<file path="config.mk">
export PLATFORM = sky130hd
export DESIGN_NAME = lgcmp_execute
export DESIGN_NICKNAME = d
export VERILOG_FILES = /design/src/hw/lgcmp_pkg.sv /design/src/hw/lgcmp_execute.sv
export SDC_FILE = /design/constraint.sdc
export NUM_CORES = 1
export LEC_CHECK = 0
export ABC_CLOCK_PERIOD_IN_PS = 2150
export BUFFER_PORTS_ARGS = -buffer_cell sky130_fd_sc_hd__buf_2
export CORE_UTILIZATION = 28
export CTS_CLUSTER_DIAMETER = 150
export CTS_CLUSTER_SIZE = 16
export DETAILED_ROUTE_END_ITERATION = 7
export PLACE_DENSITY_LB_ADDON = 0.3
export SYNTH_ARGS = -nofsm -noshare
export SYNTH_HDL_FRONTEND = slang
export SYNTH_SLANG_ARGS = --single-unit
</file>
<file path="constraint.sdc">
create_clock -name CLK -period 2.15 [get_ports CLK]
set_input_delay 0.1075 -clock CLK [delete_from_list [all_inputs] [get_ports CLK]]
set_output_delay 0.1075 -clock CLK [all_outputs]
set_load 0.01 [all_outputs]
</file>
<file path="src/hw/lgcmp_pkg.sv">
// Logic and compare issue path widths, operation encoding and payload structs
`default_nettype none

package lgcmp_pkg;

	localparam int xlen = 64;
	localparam int rename_bits = 1; // Rename copies per architectural register, as a bit count
	localparam int arch_bits = 5;
	localparam int preg_bits = arch_bits + rename_bits;
	localparam int npreg = 32 << rename_bits;

	// Architectural index in the upper bits, rename copy in the lower bits
	typedef logic [preg_bits-1:0] preg_t;

	typedef enum logic [3:0] {
		op_slti  = 4'd0,
		op_sltiu = 4'd1,
		op_slt   = 4'd2,
		op_sltu  = 4'd3,
		op_xori  = 4'd4,
		op_ori   = 4'd5,
		op_andi  = 4'd6,
		op_xor   = 4'd7,
		op_or    = 4'd8,
		op_and   = 4'd9
	} lgcmp_op_t;

	// ----------------------------------------------------------
	// Payloads
	// ----------------------------------------------------------

	// One-hot function class seen by execute
	typedef struct packed {
		logic is_slt;
		logic is_xor;
		logic is_or;
		logic is_and;
	} lgcmp_fun_t;

	typedef struct packed {
		lgcmp_op_t       op;
		logic [xlen-1:0] pc;
		logic [xlen-1:0] imm; // Already sign extended by decode
		preg_t           rd;
		preg_t           rs1;
		preg_t           rs2;
	} lgcmp_info_t;

	typedef struct packed {
		lgcmp_fun_t      fun;
		logic            is_unsigned;
		preg_t           rd;
		logic [xlen-1:0] op1;
		logic [xlen-1:0] op2;
	} lgcmp_exeparam_t;

	typedef struct packed {
		preg_t           rd;
		logic [xlen-1:0] data;
	} lgcmp_wb_t;

endpackage

`default_nettype wire

</file>
<file path="src/hw/lgcmp_execute.sv">
// Logic and compare execute unit computing set-less-than and bitwise results
`timescale 1ns/1ps
`default_nettype none

module lgcmp_execute (
	input wire CLK,
	input wire reset,
	input wire flush,

	input wire exeparam_valid,
	input wire lgcmp_pkg::lgcmp_exeparam_t exeparam,

	output logic wb_valid,
	output lgcmp_pkg::lgcmp_wb_t wb
);

	import lgcmp_pkg::*;

	logic less_than;
	logic [xlen-1:0] result;

	always_comb begin
		if (exeparam.is_unsigned) begin
			less_than = exeparam.op1 < exeparam.op2;
		end else begin
			less_than = $signed(exeparam.op1) < $signed(exeparam.op2);
		end

		// Function bits are one-hot so the terms can simply be or'ed
		result = ({xlen{exeparam.fun.is_slt}} & {{(xlen-1){1'b0}}, less_than})
			| ({xlen{exeparam.fun.is_xor}} & (exeparam.op1 ^ exeparam.op2))
			| ({xlen{exeparam.fun.is_or}}  & (exeparam.op1 | exeparam.op2))
			| ({xlen{exeparam.fun.is_and}} & (exeparam.op1 & exeparam.op2));
	end

	// ----------------------------------------------------------
	// Writeback register
	// ----------------------------------------------------------

	always_ff @(posedge CLK) begin
		if (reset) begin
			wb_valid <= 1'b0;
		end else begin
			wb_valid <= exeparam_valid & ~flush; // In-flight result dies with the flush
		end
	end

	always_ff @(posedge CLK) begin
		if (exeparam_valid) begin
			wb.rd <= exeparam.rd;
			wb.data <= result;
		end
	end

endmodule

`default_nettype wire

</file>
Word-level counts from Yosys, hierarchy flattened
Cells that the tools add are included.
{ "totals": {"register_bits": 71, "in_bits": 143, "out_inout_bits": 71, "wordCells": 18} }
{ "classes": {"order_cmp": 2, "n_mux": 1, "bitwise_logic": 12} }
{ "ops": {"columns": ["operator", "count"], "rows": [
  ["bitwise AND 64 bit", 4],
  ["bitwise OR 64 bit", 4],
  ["less-than comparator 64 bit", 2],
  ["bitwise AND 64 x 1 -> 64 bit", 1],
  ["XOR 64 bit", 1],
  ["bitwise AND 1 bit", 1],
  ["two-way mux 1 bit", 1],
  ["inverter 1 bit", 1]
]} }

Longest topological paths before layout
{ "logic_depth": {"word_depth": 6, "mapped_depth": 9, "depth_no_buf": 9} }

Worst setup path before layout
OpenSTA, ideal clock, no wires.
{ "synth_timing": {"path_type": "input to register", "startpoint": "input port exeparam[15] (netlist bit)", "endpoint": "register wb[0] (netlist bit), data pin", "setup_ns": 0.257, "arrival_time_ns": 1.958, "t_required_ns": 1.893, "path_slack_ns": -0.065, "cell_stages": 9, "path_cell_list": "inv_1 ha_1 or4_4 or4b_4 a211oi_2 or4_1 a211oi_1 o211ai_2 nand2_1"} }
{ "synth_between": {"elab_chain_len": 6, "elab_cells_between_ends": 7, "cone_classes": "order compare (2); mux (1); bitwise (4)"} }
{ "synth_rtl": {"columns": ["item", "line_no", "rtl"], "rows": [
  ["start: declaration", "lgcmp_execute.sv:11", "input wire lgcmp_pkg::lgcmp_exeparam_t exeparam,"],
  ["less-than comparator 64 bit (on tied branches)", "lgcmp_execute.sv:26, lgcmp_execute.sv:24", null],
  ["two-way mux 1 bit (*)", "lgcmp_execute.sv:23", "if (exeparam.is_unsigned) begin"],
  ["bitwise AND 64 x 1 -> 64 bit (*)", "lgcmp_execute.sv:30", "result = ({xlen{exeparam.fun.is_slt}} & {{(xlen-1){1'b0}}, less_than})"],
  ["bitwise OR 64 bit (*)", "lgcmp_execute.sv:31", "| ({xlen{exeparam.fun.is_xor}} & (exeparam.op1 ^ exeparam.op2))"],
  ["bitwise OR 64 bit (*)", "lgcmp_execute.sv:32", "| ({xlen{exeparam.fun.is_or}} & (exeparam.op1 | exeparam.op2))"],
  ["bitwise OR 64 bit (*)", "lgcmp_execute.sv:33", "| ({xlen{exeparam.fun.is_and}} & (exeparam.op1 & exeparam.op2));"],
  ["net result[0]", "lgcmp_execute.sv:20", "logic [xlen-1:0] result;"],
  ["end: declaration", "lgcmp_execute.sv:14", "output lgcmp_pkg::lgcmp_wb_t wb"]
]} }
Mark *: on every way through the listed nets, which the timed path passes. The rest lies on a longest branch.
A chain may end at the register's enable or synchronous reset.

Final worst setup path
Same ends and word-level chain as after synthesis.

==> metrics.csv <==
stage;metric;value;unit
logic_synthesis;syn_area_per_cell;9.87;um^2
sta;Min Clock Period, post-route;2.07;ns
floorplan;die area;24100;um^2
grt;antenna violations before repair;3;
logic_synthesis;Yosys reg bits;71;
placement;number of port buffers;213;
logic_synthesis;Synth Area in XOR/XNOR;0;
power;PwrDens;498;nW/um^2
logic_synthesis;synth warn;0;
layout;fill cell count;2319;
grt;GRT Total Usage;0.153;
placement;Placement Setup Slack;-0.390;ns
clocking;Root Buffer;clkbuf_16;
sta;Tightest Pin Transition;0.714;ns
logic_synthesis;compound-cell area share of the yosys netlist;0.167;
setup_path;Critical Path Fanout Max;2;
detailed_routing;drt pass-1 iters;4;
logic_synthesis;EDFF count, synth;70;
detailed_routing;Starting DRT DRC Count;210;
floorplan;Die Ht;155;um
layout;share of cells above drive strength 1;0.357;
grt;GR Util met1;0.187;
grt;Most Crowded Layer GR;met2;
floorplan;Die W;155;um
sta;slew margin rel.;0.524;
logic_synthesis;synthesized area;6590;um^2
worst_hold_path;Worst Hold Class;primary input to flop;
floorplan;Initial Utilization;0.288;
logic_synthesis;multiplexer area fraction after synthesis;0;
setup_path;critical path's slowest cell;or4_4;
job;Max Cap Viol;0;
setup_path;CP top delay family;simple AND/OR/NAND/NOR gates;
grt;met2 GRT Util;0.264;
logic_synthesis;Post-synth ARST share;0;
layout;final core occ;0.405;
clocking;number of setup buffers added after CTS;0;
sta;Max Clk Rate;484;MHz
detailed_routing;WL final;18300;um
clocking;H-tree depth;3;
sta;period utilisation layout;0.961;
floorplan;row count;55;
placement;dpl cells;1279;
setup_path;Worst EP required;2.24;ns
logic_synthesis;synth cell count leaders;ha_1 (192), inv_1 (147), edfxtp_1 (70), o21ai_0 (69), a22oi_1 (60);
logic_synthesis;syn_nets;1002;
setup_path;Bufs and invs on worst path;2;
logic_synthesis;adder-cell area share of the yosys netlist;0.365;
layout;NumNets Final;1320;
detailed_routing;via count;5769;
logic_synthesis;Synth area leaders;ha_1 (36%), edfxtp_1 (32%), inv_1 (8.4%);
grt;largest net degree at the start of global routing;38;
logic_synthesis;count leader, synth;ha_1;
detailed_routing;detailed-route DRC error count;0;
layout;P&R area growth vs syn;40.7;%
grt;first-pass GRT wire length;29000;um
layout;final instance area;9260;um^2
detailed_routing;Via density;4.42;
detailed_routing;Routed Antenna Nets;0;
logic_synthesis;post-synth top area share;0.365;
logic_synthesis;register area share after synthesis;0.322;
clocking;CTS tree;yes;
setup_path;critical path class;primary input to flop;
floorplan;Ports;214;
logic_synthesis;most area-hungry cell type in the Yosys netlist;ha_1;
sta;final setup violation count;0;
grt;met3 GRT Util;0.0370;
sta;final hold vios;0;
grt;number of global-route vias before repair;5885;
logic_synthesis;cell count after synthesis;667;
clocking;clk sinks;71;
grt;GRT overflow;0;
placement;placed inst area;8790;um^2
power;Max rail drop VDD;0.366;mV
placement;HPWL Detailed;14300;um
logic_synthesis;largest family of logic cells by synthesized area;adder cells;
setup_path;CP Launch Type;primary input;
setup_path;most frequent CP cell;or4_4;
setup_path;CP peak stage delay;0.54;ns
logic_synthesis;simple-gate portion of the synthesized area;0.0502;
setup_path;Worst Path Arrival;2.16;ns
logic_synthesis;Main synth FF type;edfxtp_1;
power;Leak;4.91;nW
clocking;CTS Buffer Depth;2;
setup_path;crit-path cells;buf_2 > inv_2 > ha_4 > or4_4 > or4b_4 > a211oi_2 > or4_4 > a211oi_4 > o211ai_2 > nand2_1;
clocking;number of buffers created by CTS;9;
layout;Final Instance Count excl. Fillers;1306;
clocking;clock input transition at the sequential cells of the worst setup and hold paths;0.07;ns
status;status;completed;
setup_path;CP Capture Type;flop;
detailed_routing;DR WL/cell;14.0;um
floorplan;Core Footprint;22800;um^2
placement;Final Wtd Congestion;0.788;
logic_synthesis;Netlist cell types;37;
sta;max-slew violations;0;
sta;setup ws final;0.0835;ns
-- placed cells by master (no fill, tap or decap), types with 3 or more instances in the layout --
cell,count
buf_2,212
ha_1,188
inv_1,143
buf_4,105
edfxtp_1,70
o21ai_0,69
a22oi_1,60
nor2_1,20
a21oi_1,20
nand2_1,11
nor2b_1,9
clkbuf_16,9
dlygate4sd3_1,8
inv_2,5
o21bai_1,5
nor3_1,4
ha_4,4
diode_2,3
o211ai_1,3
or4_4,3
nand3_1,3
nor4_1,3
a211oi_1,3
-- cells by family (layout without fill, tap and decap cells) --
family                   Yosys count  in the layout
adder cells (fa/ha/maj)          192            192
AO/OA/AOI/OAI                    174            174
buffers and inverters            168            491
flip-flops                        71             71
AND/OR/NAND/NOR                   62             62
other                              0              3
-- metal layers --
layer | wire, um | part of all wire
met5 | 0 | 0
met4 | 314 | 0.017
met3 | 1040 | 0.057
met2 | 8670 | 0.47
met1 | 8270 | 0.45
-- power by group --
part | total, W | internal, W | switching, W | leakage, nW
clock | 0.00161 | 0.000913 | 0.000695 | 0.143
sequential | 0.00173 | 0.00169 | 0.0000359 | 0.697
combinational | 0.00128 | 0.000601 | 0.000677 | 4.07
-- worst paths after layout --
check | startpoint | to | slack (ns) | depth (start not counted)
worst min-delay path | exeparam[59] | wb[59]$_DFFE_PP_ | 0.23 | 4
worst max-delay path | exeparam[15] | wb[0]$_DFFE_PP_ | 0.08 | 10
-- sequential cells by signal, summed over array words and instances, names as in the netlist --
signal    count
wb           70
wb_valid      1
-- layout make-up --
| cell class | count | area (um^2) | area share |
|---|---|---|---|
| tap | 313 | 392 | 0.0423 |
| antenna | 3 | 7.51 | 0.000810 |
| clock buffer | 9 | 225 | 0.0243 |
| timing repair buffer | 327 | 1970 | 0.213 |
| inverter | 148 | 556 | 0.0600 |
| multi-input combinational | 428 | 3910 | 0.422 |
| sequential | 71 | 2120 | 0.229 |
| clock inverter | 7 | 80.1 | 0.00864 |
-- metrics by stage --
step / power, W / hold slack (ns) / TNS, ns
CTS: 0.00467 / 0.207 / 0
finish: 0.00461 / 0.228 / 0
floorplan: 0.00233 / 0.183 / -0.0500
detailed placement: 0.00302 / 0.271 / -0.390
global placement: 0.00300 / 0.269 / -0.329
global route: 0.00489 / 0.246 / -0.00681
-- what timing repair did --
item | CTS | global route
setup endpoints to repair | 1 | 1
endpoints found under the hold margin | 7 | 0
pin swaps | 0 | 0
gates resized for setup | 3 | 10
hold buffers | 8 | 0
Note: power is estimated with default switching activity, not from simulation.
