`src/hw/lgcmp_pkg.sv`:
```
// Logic and compare issue path widths, operation encoding and payload structs
`default_nettype none

package lgcmp_pkg;

	localparam int xlen = 64;
	localparam int rename_bits = 1; // Rename copies per architectural register, as a bit count
	localparam int arch_bits = 5;
	localparam int preg_bits = arch_bits + rename_bits;
	localparam int npreg = 32 << rename_bits;

	// Architectural index in the upper bits, rename copy in the lower bits
	typedef logic [preg_bits-1:0] preg_t;

	typedef enum logic [3:0] {
		op_slti  = 4'd0,
		op_sltiu = 4'd1,
		op_slt   = 4'd2,
		op_sltu  = 4'd3,
		op_xori  = 4'd4,
		op_ori   = 4'd5,
		op_andi  = 4'd6,
		op_xor   = 4'd7,
		op_or    = 4'd8,
		op_and   = 4'd9
	} lgcmp_op_t;

	// ----------------------------------------------------------
	// Payloads
	// ----------------------------------------------------------

	// One-hot function class seen by execute
	typedef struct packed {
		logic is_slt;
		logic is_xor;
		logic is_or;
		logic is_and;
	} lgcmp_fun_t;

	typedef struct packed {
		lgcmp_op_t       op;
		logic [xlen-1:0] pc;
		logic [xlen-1:0] imm; // Already sign extended by decode
		preg_t           rd;
		preg_t           rs1;
		preg_t           rs2;
	} lgcmp_info_t;

	typedef struct packed {
		lgcmp_fun_t      fun;
		logic            is_unsigned;
		preg_t           rd;
		logic [xlen-1:0] op1;
		logic [xlen-1:0] op2;
	} lgcmp_exeparam_t;

	typedef struct packed {
		preg_t           rd;
		logic [xlen-1:0] data;
	} lgcmp_wb_t;

endpackage

`default_nettype wire

```
`src/hw/lgcmp_issue_buffer.sv`:
```
// Logic and compare issue buffer holding dispatched entries until they are selected
`timescale 1ns/1ps
`default_nettype none

module lgcmp_issue_buffer #(
	parameter int DP = 4
) (
	input wire CLK,
	input wire reset,
	input wire flush,

	input wire dispatch_valid,
	input wire lgcmp_pkg::lgcmp_info_t dispatch_info,
	output logic dispatch_full,

	output logic alloc_valid,
	output lgcmp_pkg::preg_t alloc_rd,

	input wire pop,
	input wire [$clog2(DP)-1:0] pop_index,
	output logic [DP-1:0] malloc,
	output lgcmp_pkg::lgcmp_info_t entries [DP]
);

	localparam int iw = $clog2(DP);

	logic [iw-1:0] free_index;

	// ----------------------------------------------------------
	// Slot allocation
	// ----------------------------------------------------------

	// Walk down so the lowest free slot is the one left standing
	always_comb begin
		free_index = '0;
		for (int i = DP - 1; i >= 0; i--) begin
			if (!malloc[i]) begin
				free_index = iw'(i);
			end
		end
	end

	assign dispatch_full = &malloc;

	// A dispatch in a flush cycle is dropped along with the rest of the buffer
	assign alloc_valid = dispatch_valid & ~dispatch_full & ~flush;
	assign alloc_rd = dispatch_info.rd;

	// The popped slot is always allocated and the free slot never is, so
	// both updates can land in the same cycle
	always_ff @(posedge CLK) begin
		if (reset) begin
			malloc <= '0;
		end else if (flush) begin
			malloc <= '0;
		end else begin
			if (pop) begin
				malloc[pop_index] <= 1'b0;
			end
			if (alloc_valid) begin
				malloc[free_index] <= 1'b1;
			end
		end
	end

	// ----------------------------------------------------------
	// Entry storage
	// ----------------------------------------------------------

	always_ff @(posedge CLK) begin
		if (alloc_valid) begin
			entries[free_index] <= dispatch_info;
		end
	end

endmodule

`default_nettype wire

```
`config.mk`:
```
export PLATFORM = sky130hd
export DESIGN_NAME = lgcmp_issue_buffer
export DESIGN_NICKNAME = d
export VERILOG_FILES = /design/src/hw/lgcmp_pkg.sv /design/src/hw/lgcmp_issue_buffer.sv
export SDC_FILE = /design/constraint.sdc
export NUM_CORES = 1
export LEC_CHECK = 0
export ABC_AREA = 1
export BUFFER_PORTS_ARGS = -buffer_cell sky130_fd_sc_hd__buf_2
export CORE_AREA = 2 2 299 301
export DETAILED_ROUTE_END_ITERATION = 8
export DIE_AREA = 0 0 301 303
export PLACE_DENSITY = 0.49
export SLEW_MARGIN = 20
export SYNTH_ARGS = -nofsm -noshare
export SYNTH_HDL_FRONTEND = slang
export SYNTH_SLANG_ARGS = --single-unit
```
`constraint.sdc`:
```
create_clock -name CLK -period 7.8 [get_ports CLK]
set_input_delay 1.56 -clock CLK [delete_from_list [all_inputs] [get_ports CLK]]
set_output_delay 1.56 -clock CLK [all_outputs]
set_load 0.03 [all_outputs]
```
After elaboration in Yosys (flattened, before gate mapping):

Cells that the tools add are included.

* bits in registers: 604
* input port bits: 157
* output and inout port bits: 612
* logic and storage cells: 59

* $lt $le $gt $ge: 6
* muxes and demuxes: 15
* bitwise gates (word level): 8
* reduce and logical (&&, ||, !) cells: 5

Operators with widths (number)
* 600-bit bitwise mux: 1
* 150-bit demux with 2-bit select: 1
* 150-bit two-way mux: 1
* 4-bit two-way mux: 4
* 2-bit two-way mux: 4
* 2-bit by 3-bit less-than comparator with 1-bit output, second input constant: 2
* 4-bit AND: 1
* 1-bit demux with 2-bit select: 2
* 2-bit by 1-bit >= comparator with 1-bit output, second input constant: 2
* 4-bit inverter: 1
* 4-bit OR: 1
* 4-bit AND reduction: 1
* 3-bit >= comparator, second input constant: 1
* 1-bit logical AND: 3
* 3-bit by 1-bit less-than comparator with 1-bit output, second input constant: 1
* 2-bit inverter with 3-bit output: 1
* 1-bit AND: 2
* 1-bit two-way mux: 2
* 1-bit inverter: 2
* 2-bit OR reduction: 1

Longest topological paths before layout:

Gate-level depths: netlist of the first run.

* word-level depth: 11
* gate-level depth with buffers: 5
* mapped depth without buffers: 5

Worst setup path before layout of the first run:

OpenSTA, ideal clock, no wires.

* kind: input port to flip-flop
* from: in dispatch_valid
* to: reg entries[300] (netlist bit) (enable)
* library setup time: 502 ps
* arrival time: 4728 ps
* setup slack: 2570 ps
* stages on the path: 4
* path through: inv_1 -> nor2_1 -> nand3_1 -> inv_1

* word-level cells in the longest chain between the ends: 2

RTL lines
* start: declaration: line lgcmp_issue_buffer.sv:12 `input wire dispatch_valid,`
* 1-bit AND (2 in a row): line lgcmp_issue_buffer.sv:46 `assign alloc_valid = dispatch_valid & ~dispatch_full & ~flush;`
* end signal: indexed assignment: line lgcmp_issue_buffer.sv:72 `entries[free_index] <= dispatch_info;`
* end: declaration: line lgcmp_issue_buffer.sv:22 `output lgcmp_pkg::lgcmp_info_t entries [DP]`

Every way passes these cells.
A chain may end at the register's enable or synchronous reset.

Final worst setup path of the first run:

* from: in flush
* to: out alloc_valid

* word-level cells in the longest chain between the ends: 2

RTL lines
* start: declaration: line lgcmp_issue_buffer.sv:10 `input wire flush,`
* 1-bit inverter: line lgcmp_issue_buffer.sv:46
* 1-bit AND: line lgcmp_issue_buffer.sv:46
* end: declaration: line lgcmp_issue_buffer.sv:16 `output logic alloc_valid,`

Every way passes these cells.

==> flow_summary.yaml, run 1 <==
run_status:
  run_status: "complete, no violations"
logic_synthesis:
  synth-warning-count: 0
  netlist_top_cells_area: "edfxtp_1 98%, dfxtp_1 0.44%, buf_4 0.25%"
  post_synthesis_mux_area_share: 0
  synth.largest_area_cell: "edfxtp_1"
  portion_of_the_post_synthesis_area_used_by_sequential_elements: 0.989
  synth.cell_area_um2: 18300
  synth_top_area_frac: 0.984
  synth_top_family_by_area: "buffers and inverters"
  netlist-cell-type-count: 12
  synth_seq_cells: 604
  syn_area_per_cell_um2: 28.3
  post_synth_and_or_nand_nor_area_fraction: 0.00431
  synth_fa_ha_area_frac: 0
  post_synthesis_instance_total: 647
  synth_xor_xnor_area_share: 0
  area_fraction_in_compound_gates_after_synthesis: 0.00219
  synth_nets: 804
detailed_routing:
  first_iter_violations: 483
  drt.antenna.violating_nets: 0
  final_routed_wirelength_across_all_metal_layers_um: 49700
  drt-vias-per-instance: 3.56
  drt_drc_violations_left: 0
  drt-wirelength-per-cell_um: 18.4
  total_number_of_vias: 9585
  drtPass1Iterations: 4
worst_hold_path:
  min_delay_worst_endpoint: "malloc[2]"
  min_path_type: "reg2reg"
  whs_path_depth: 2
  min_from: "malloc[2]"
global_route:
  grt_antenna_before_repair: 7
  grt_max_degree: 84
  groute.usage.overall: 0.101
  vias_in_the_first_global_route: 9797
  grt_remaining_overflow: 0
  grt_first_pass_wirelength_um: 67600
sta:
  max-slew-margin-rel: 0.403
  unrepaired_setup_endpoints_after_global_routing: "no"
  tightest_slew_ns: 0.895
  layout_setup_ws_ns: 3.99
  setup_viol: 0
  timing.setup.tns_ns: 0
  whs_ns: 0.528
  timing.final.crit_period_ns: 3.81
  clock.fmax_ghz: 0.262
  finalMaxSlewViolations: 0
  period_share: 0.489
  timing.clock.skew_ns: 0.0222
  final_hold_viol_count: 0
job:
  max_cap_viol_count: 0
power_and_ir_drop:
  power.leakage_nw: 9.60
  power_frac_comb: 0.034
  vdd_ir_drop_max_mv: 0.175
  sw_frac_of_total: 0.205
  cellPowerDensity_nw_per_um2: 263
  p_int_w: 0.00538
  share_seq_of_total_power: 0.536
  clock_power_share: 0.430
  power.net_switching_w: 0.00139
clocking:
  post-cts-setup-buffers: 0
  tritoncts: "done"
  clockRootBuffer: "clkbuf_16"
  cts.hold.buffers_added: 0
  cts.clk_slew.worst_paths_ns: 0.06
  tritoncts.num_buffers: 61
  post_cts.resized_instances: 0
  h-tree-depth: 2
  clk-insertion-delay-late_ns: 0.62
  clockBufferDepth: 3
  clock_sinks: 604
layout:
  area.growth.synth_to_final_pct: 40.4
  drive_gt1_frac: 0.568
  finalCoreUtilization: 0.292
  nFillCells: 8770
  num-nets-final: 1633
setup_path:
  critical_path.endpoint_type: "output pin"
  timing.critical_path.fanout_max: 3
  regToRegEndpoint: "entries[236]"
  r2r-start: "malloc[0]"
  r2r_slack_ns: 5.24
  endpoint_required_time_on_the_critical_path_ns: 6.24
  r2r.worst_path.cells: 5
  criticalPathCategory: "in2out"
  arrival_time_of_the_worst_setup_path_ns: 2.25
  start_kind: "primary input"
floorplanning:
  initial_core_utilization: 0.208
  fp.coreArea_um2: 88000
  die_height_um: 303
  ports: 769
  cell_row_count: 109
  die_x_um: 301
  die_area_um2: 91200
placed_design:
  numPortBuffers: 768
  place.detailed.hpwl_um: 34500
  pre_cts_slack_ns: 3.98
  gp_congestion: 0.820
## registers in the layout, indices dropped and copies added, names as in the netlist
register / cells
entries: 600
malloc: 4
## worst max path at each step
stage	slack, ns	from	end	cells past startpoint
after floorplan	2.57	dispatch_valid	entries[300]	4
after global placement	3.95	dispatch_valid	alloc_valid	6
after detailed placement	3.98	flush	alloc_valid	5
after CTS	3.97	flush	alloc_valid	5
after global routing	3.93	flush	alloc_valid	5
final	3.99	flush	alloc_valid	5
## through the flow
step                      cell area, um2  total power, W  cells
after detailed placement           23700         0.00393   2578
after global routing               25700         0.00698   2696
after CTS                          25700         0.00687   2693
final                              25700         0.00677   2696
after global placement             23700         0.00392   2578
after floorplan                    18300         0.00381    647
## power by group through the flow
stage | clock (W) | sequential [W] | combinational (W)
global placement | 0 | 0.00370 | 0.000229
floorplan | 0 | 0.00378 | 0.0000225
global route | 0.00311 | 0.00363 | 0.000246
CTS | 0.00300 | 0.00363 | 0.000235
finish | 0.00291 | 0.00363 | 0.000230
detailed placement | 0 | 0.00370 | 0.000235
## routing by layer
metal  track usage  part of all wire
met5             0           0.00026
met4        0.0409             0.033
met3        0.0380             0.094
met2         0.182              0.53
met1         0.105              0.35
## placed cells by master, fill, tap and decap left out, types with 6 or more instances in the layout
master       n
inv_6        6
clkinv_1    13
inv_1        7
bufinv_16    8
nand2_1      9
buf_2      768
clkinv_2     9
edfxtp_1   600
clkbuf_1    12
clkbuf_16   61
## Yosys cell counts
| master | instances |
|---|---|
| a21oi_1 | 4 |
| buf_4 | 6 |
| dfxtp_1 | 4 |
| edfxtp_1 | 600 |
| inv_1 | 11 |
| nand2_1 | 9 |
| nand2_2 | 1 |
| nand3_1 | 3 |
| nor2_1 | 3 |
| nor2_2 | 1 |
| o21ai_0 | 4 |
| or2_1 | 1 |
## cells by family after synthesis
logic type             count (synthesis)
AO/OA/AOI/OAI                          8
AND/OR/NAND/NOR                       18
flip-flops                           604
buffers and inverters                 17
## final cells by class
class	instances	area [um2]	area share
flip-flops and latches	604	18100	0.704
clock buffers	73	1570	0.0612
inverters	11	61.3	0.00239
diodes	3	7.51	0.000292
repair buffers	772	3920	0.153
multi-input cells	26	119	0.00463
clock inverters	42	457	0.0178
well taps	1165	1460	0.0567
## worst max-delay path, cell delays in order
cell	delay (ns)
buf_2	0.11
nor2_1	0.20
o21ai_0	0.13
inv_1	0.07
buf_2	0.19
Note: power is estimated with default switching activity, not from simulation.
==> run 2: changes to the inputs <==
- CORE_AREA: 2 2 299 301 -> 2 2 302 304
- DIE_AREA: 0 0 301 303 -> 0 0 304 306
- clock period: 7.8 -> 3.57 ns (I/O delays scaled with it)
==> run 2 against run 1 <==
  * Sequential power is 120% higher
  * Clock-buffer cell count rose by 4
  * Critical path depth up 1
  * Utilization decreased by 0.51 points
  * Register-to-register slack worse by 4.1 ns
  * Non-clock buffer count grew 12
  * Sequential share of layout area is 0.062 points lower
  * Die area increased by 2.0%
  * Clock power increased by 110%
  * Largest cell class unchanged
  * Design area barely moved
  * Via count is 3.2% higher
  * Critical path type is now reg2reg
  * First-iteration DRC count is 5.2% lower
==> flow_summary.yaml, run 2 (synthesis gave the netlist of run 1 again) <==
job:
  max_cap_viol_count: 0
floorplanning:
  fp.coreArea_um2: 89600
  die_x_um: 304
  cell_row_count: 110
  die_height_um: 306
  initial_core_utilization: 0.204
  ports: 769
  die_area_um2: 93000
detailed_routing:
  drt-vias-per-instance: 3.65
  drtPass1Iterations: 4
  drt_drc_violations_left: 0
  total_number_of_vias: 9892
  final_routed_wirelength_across_all_metal_layers_um: 50500
  first_iter_violations: 458
  drt-wirelength-per-cell_um: 18.6
  drt.antenna.violating_nets: 0
layout:
  number_of_flip_flops_in_the_largest_register: 600
  sequential_cell_area_um2: 18100
  num-nets-final: 1644
  multiInputGateArea_um2: 119
  largest_register: "entries"
  mostFrequentLayoutCells: "768 x buf_2, 600 x edfxtp_1, 61 x clkbuf_16"
  drive_gt1_frac: 0.572
  top_registers: "entries x600, malloc x4"
  area.growth.synth_to_final_pct: 40.5
  nFillCells: 8963
  mostFrequentLayoutCell: "buf_2"
  n_antenna_cell: 0
  stdcell_area_um2: 25700
setup_path:
  critical_path.endpoint_type: "flop"
  r2r.worst_path.cells: 6
  timing.critical_path.slowest_stage_cell: "buf_4"
  timing.critical_path.fanout_max: 116
  critPathMaxStageDelay_ns: 0.57
  arrival_time_of_the_worst_setup_path_ns: 2.64
  criticalPathCategory: "reg2reg"
  crit_path_cell_chain: "nand2_2, nor2_2, nand2_1, clkinvlp_4, buf_12, buf_4"
  r2r-start: "malloc[0]"
  regToRegEndpoint: "entries[51]"
  endpoint_required_time_on_the_critical_path_ns: 3.81
  start_kind: "flop"
  r2r_slack_ns: 1.17
power_and_ir_drop:
  cellPowerDensity_nw_per_um2: 568
  power.leakage_nw: 9.63
  power_w: 0.0146
  vdd_ir_drop_max_mv: 0.374
global_route:
  grt_first_pass_wirelength_um: 71400
  grt_antenna_before_repair: 2
  vias_in_the_first_global_route: 10490
  groute.usage.overall: 0.103
  grt_remaining_overflow: 0
  grt_max_degree: 117
sta:
  unrepaired_setup_endpoints_after_global_routing: "no"
  timing.clock.skew_ns: 0.0203
  finalMaxSlewViolations: 0
  clock.fmax_ghz: 0.416
  whs_ns: 0.309
  period_share: 0.673
  final_hold_viol_count: 0
  timing.setup.tns_ns: 0
  max-slew-margin-rel: 0.407
  tightest_slew_ns: 0.890
  timing.final.crit_period_ns: 2.40
  setup_viol: 0
clocking:
  cts.hold.buffers_added: 0
  post_cts.resized_instances: 0
  h-tree-depth: 2
  clk-insertion-delay-late_ns: 0.62
  clockRootBuffer: "clkbuf_16"
  tritoncts.num_buffers: 60
  clockBufferDepth: 3
  cts.clk_slew.worst_paths_ns: 0.06
  post-cts-setup-buffers: 0
  clock_sinks: 604
  tritoncts: "done"
placed_design:
  numPortBuffers: 768
  place.detailed.hpwl_um: 36400
  gp_congestion: 0.817
  placed_area_um2: 23800
worst_hold_path:
  min_from: "dispatch_info[53]"
  min_path_type: "in2reg"
  whs_path_depth: 1
  min_delay_worst_endpoint: "entries[503]"
run_status:
  run_status: "complete, no violations"
run 2: cell count changes in the layout (fill, tap and decap cells not counted):
cell,change
clkbuf_8,+3
clkbuf_1,+1
clkinv_1,-4
clkinv_4,-1
clkinv_8,-3
diode_2,-3
clkinv_2,+3
bufinv_16,-2
buf_12,+2
inv_6,-3
buf_4,+10
run 2: how the worst max path moves through the flow:
| stage | cells past startpoint | endpoint | startpoint |
|---|---|---|---|
| 4_1_cts | 6 | entries[50] | malloc[0] |
| 2_1_floorplan | 5 | entries[150] | flush |
| 6_report | 6 | entries[51] | malloc[0] |
| 5_1_grt | 6 | entries[51] | malloc[0] |
| 3_3_place_gp | 6 | entries[472] | flush |
| 3_5_place_dp | 6 | entries[472] | flush |
run 2: worst max-delay path, delay by kind of cell (launching register included):
family | cells | cell delay (ns)
buffers and inverters | 3 | 1.18
DFF | 1 | 0.46
and+or+nand+nor | 3 | 0.35
run 2: layer usage:
metal / track usage / vias up / part of all wire
met3: 0.0379 / 119 / 0.084
met2: 0.187 / 514 / 0.53
li1: - / 4290 / -
met5: 0 / - / 0.00053
met4: 0.0445 / 4 / 0.040
met1: 0.104 / 4965 / 0.35
run 2: cell type report:
type	count	area share
Timing Repair Buffer	784	0.157
Tap cell	1176	0.0572
Clock inverter	32	0.0124
Clock buffer	77	0.0629
Inverter	11	0.00219
Multi-Input combinational cell	26	0.00462
Sequential cell	604	0.704
run 2: metrics by stage:
step	util	setup WS (ns)	instances
floorplan	-	0.0225	647
detailed placement	0.265	0.623	2601
global placement	0.265	0.691	2601
CTS	0.287	1.09	2710
global route	0.287	0.978	2710
finish	0.287	1.17	2710
run 2: where the power goes:
group / leakage [nW] / total (W) / internal (W) / switching [W]
logic: 3.19 / 0.000520 / 0.000127 / 0.000392
registers: 5.48 / 0.00793 / 0.00790 / 0.0000224
clock network: 0.956 / 0.00617 / 0.00361 / 0.00255
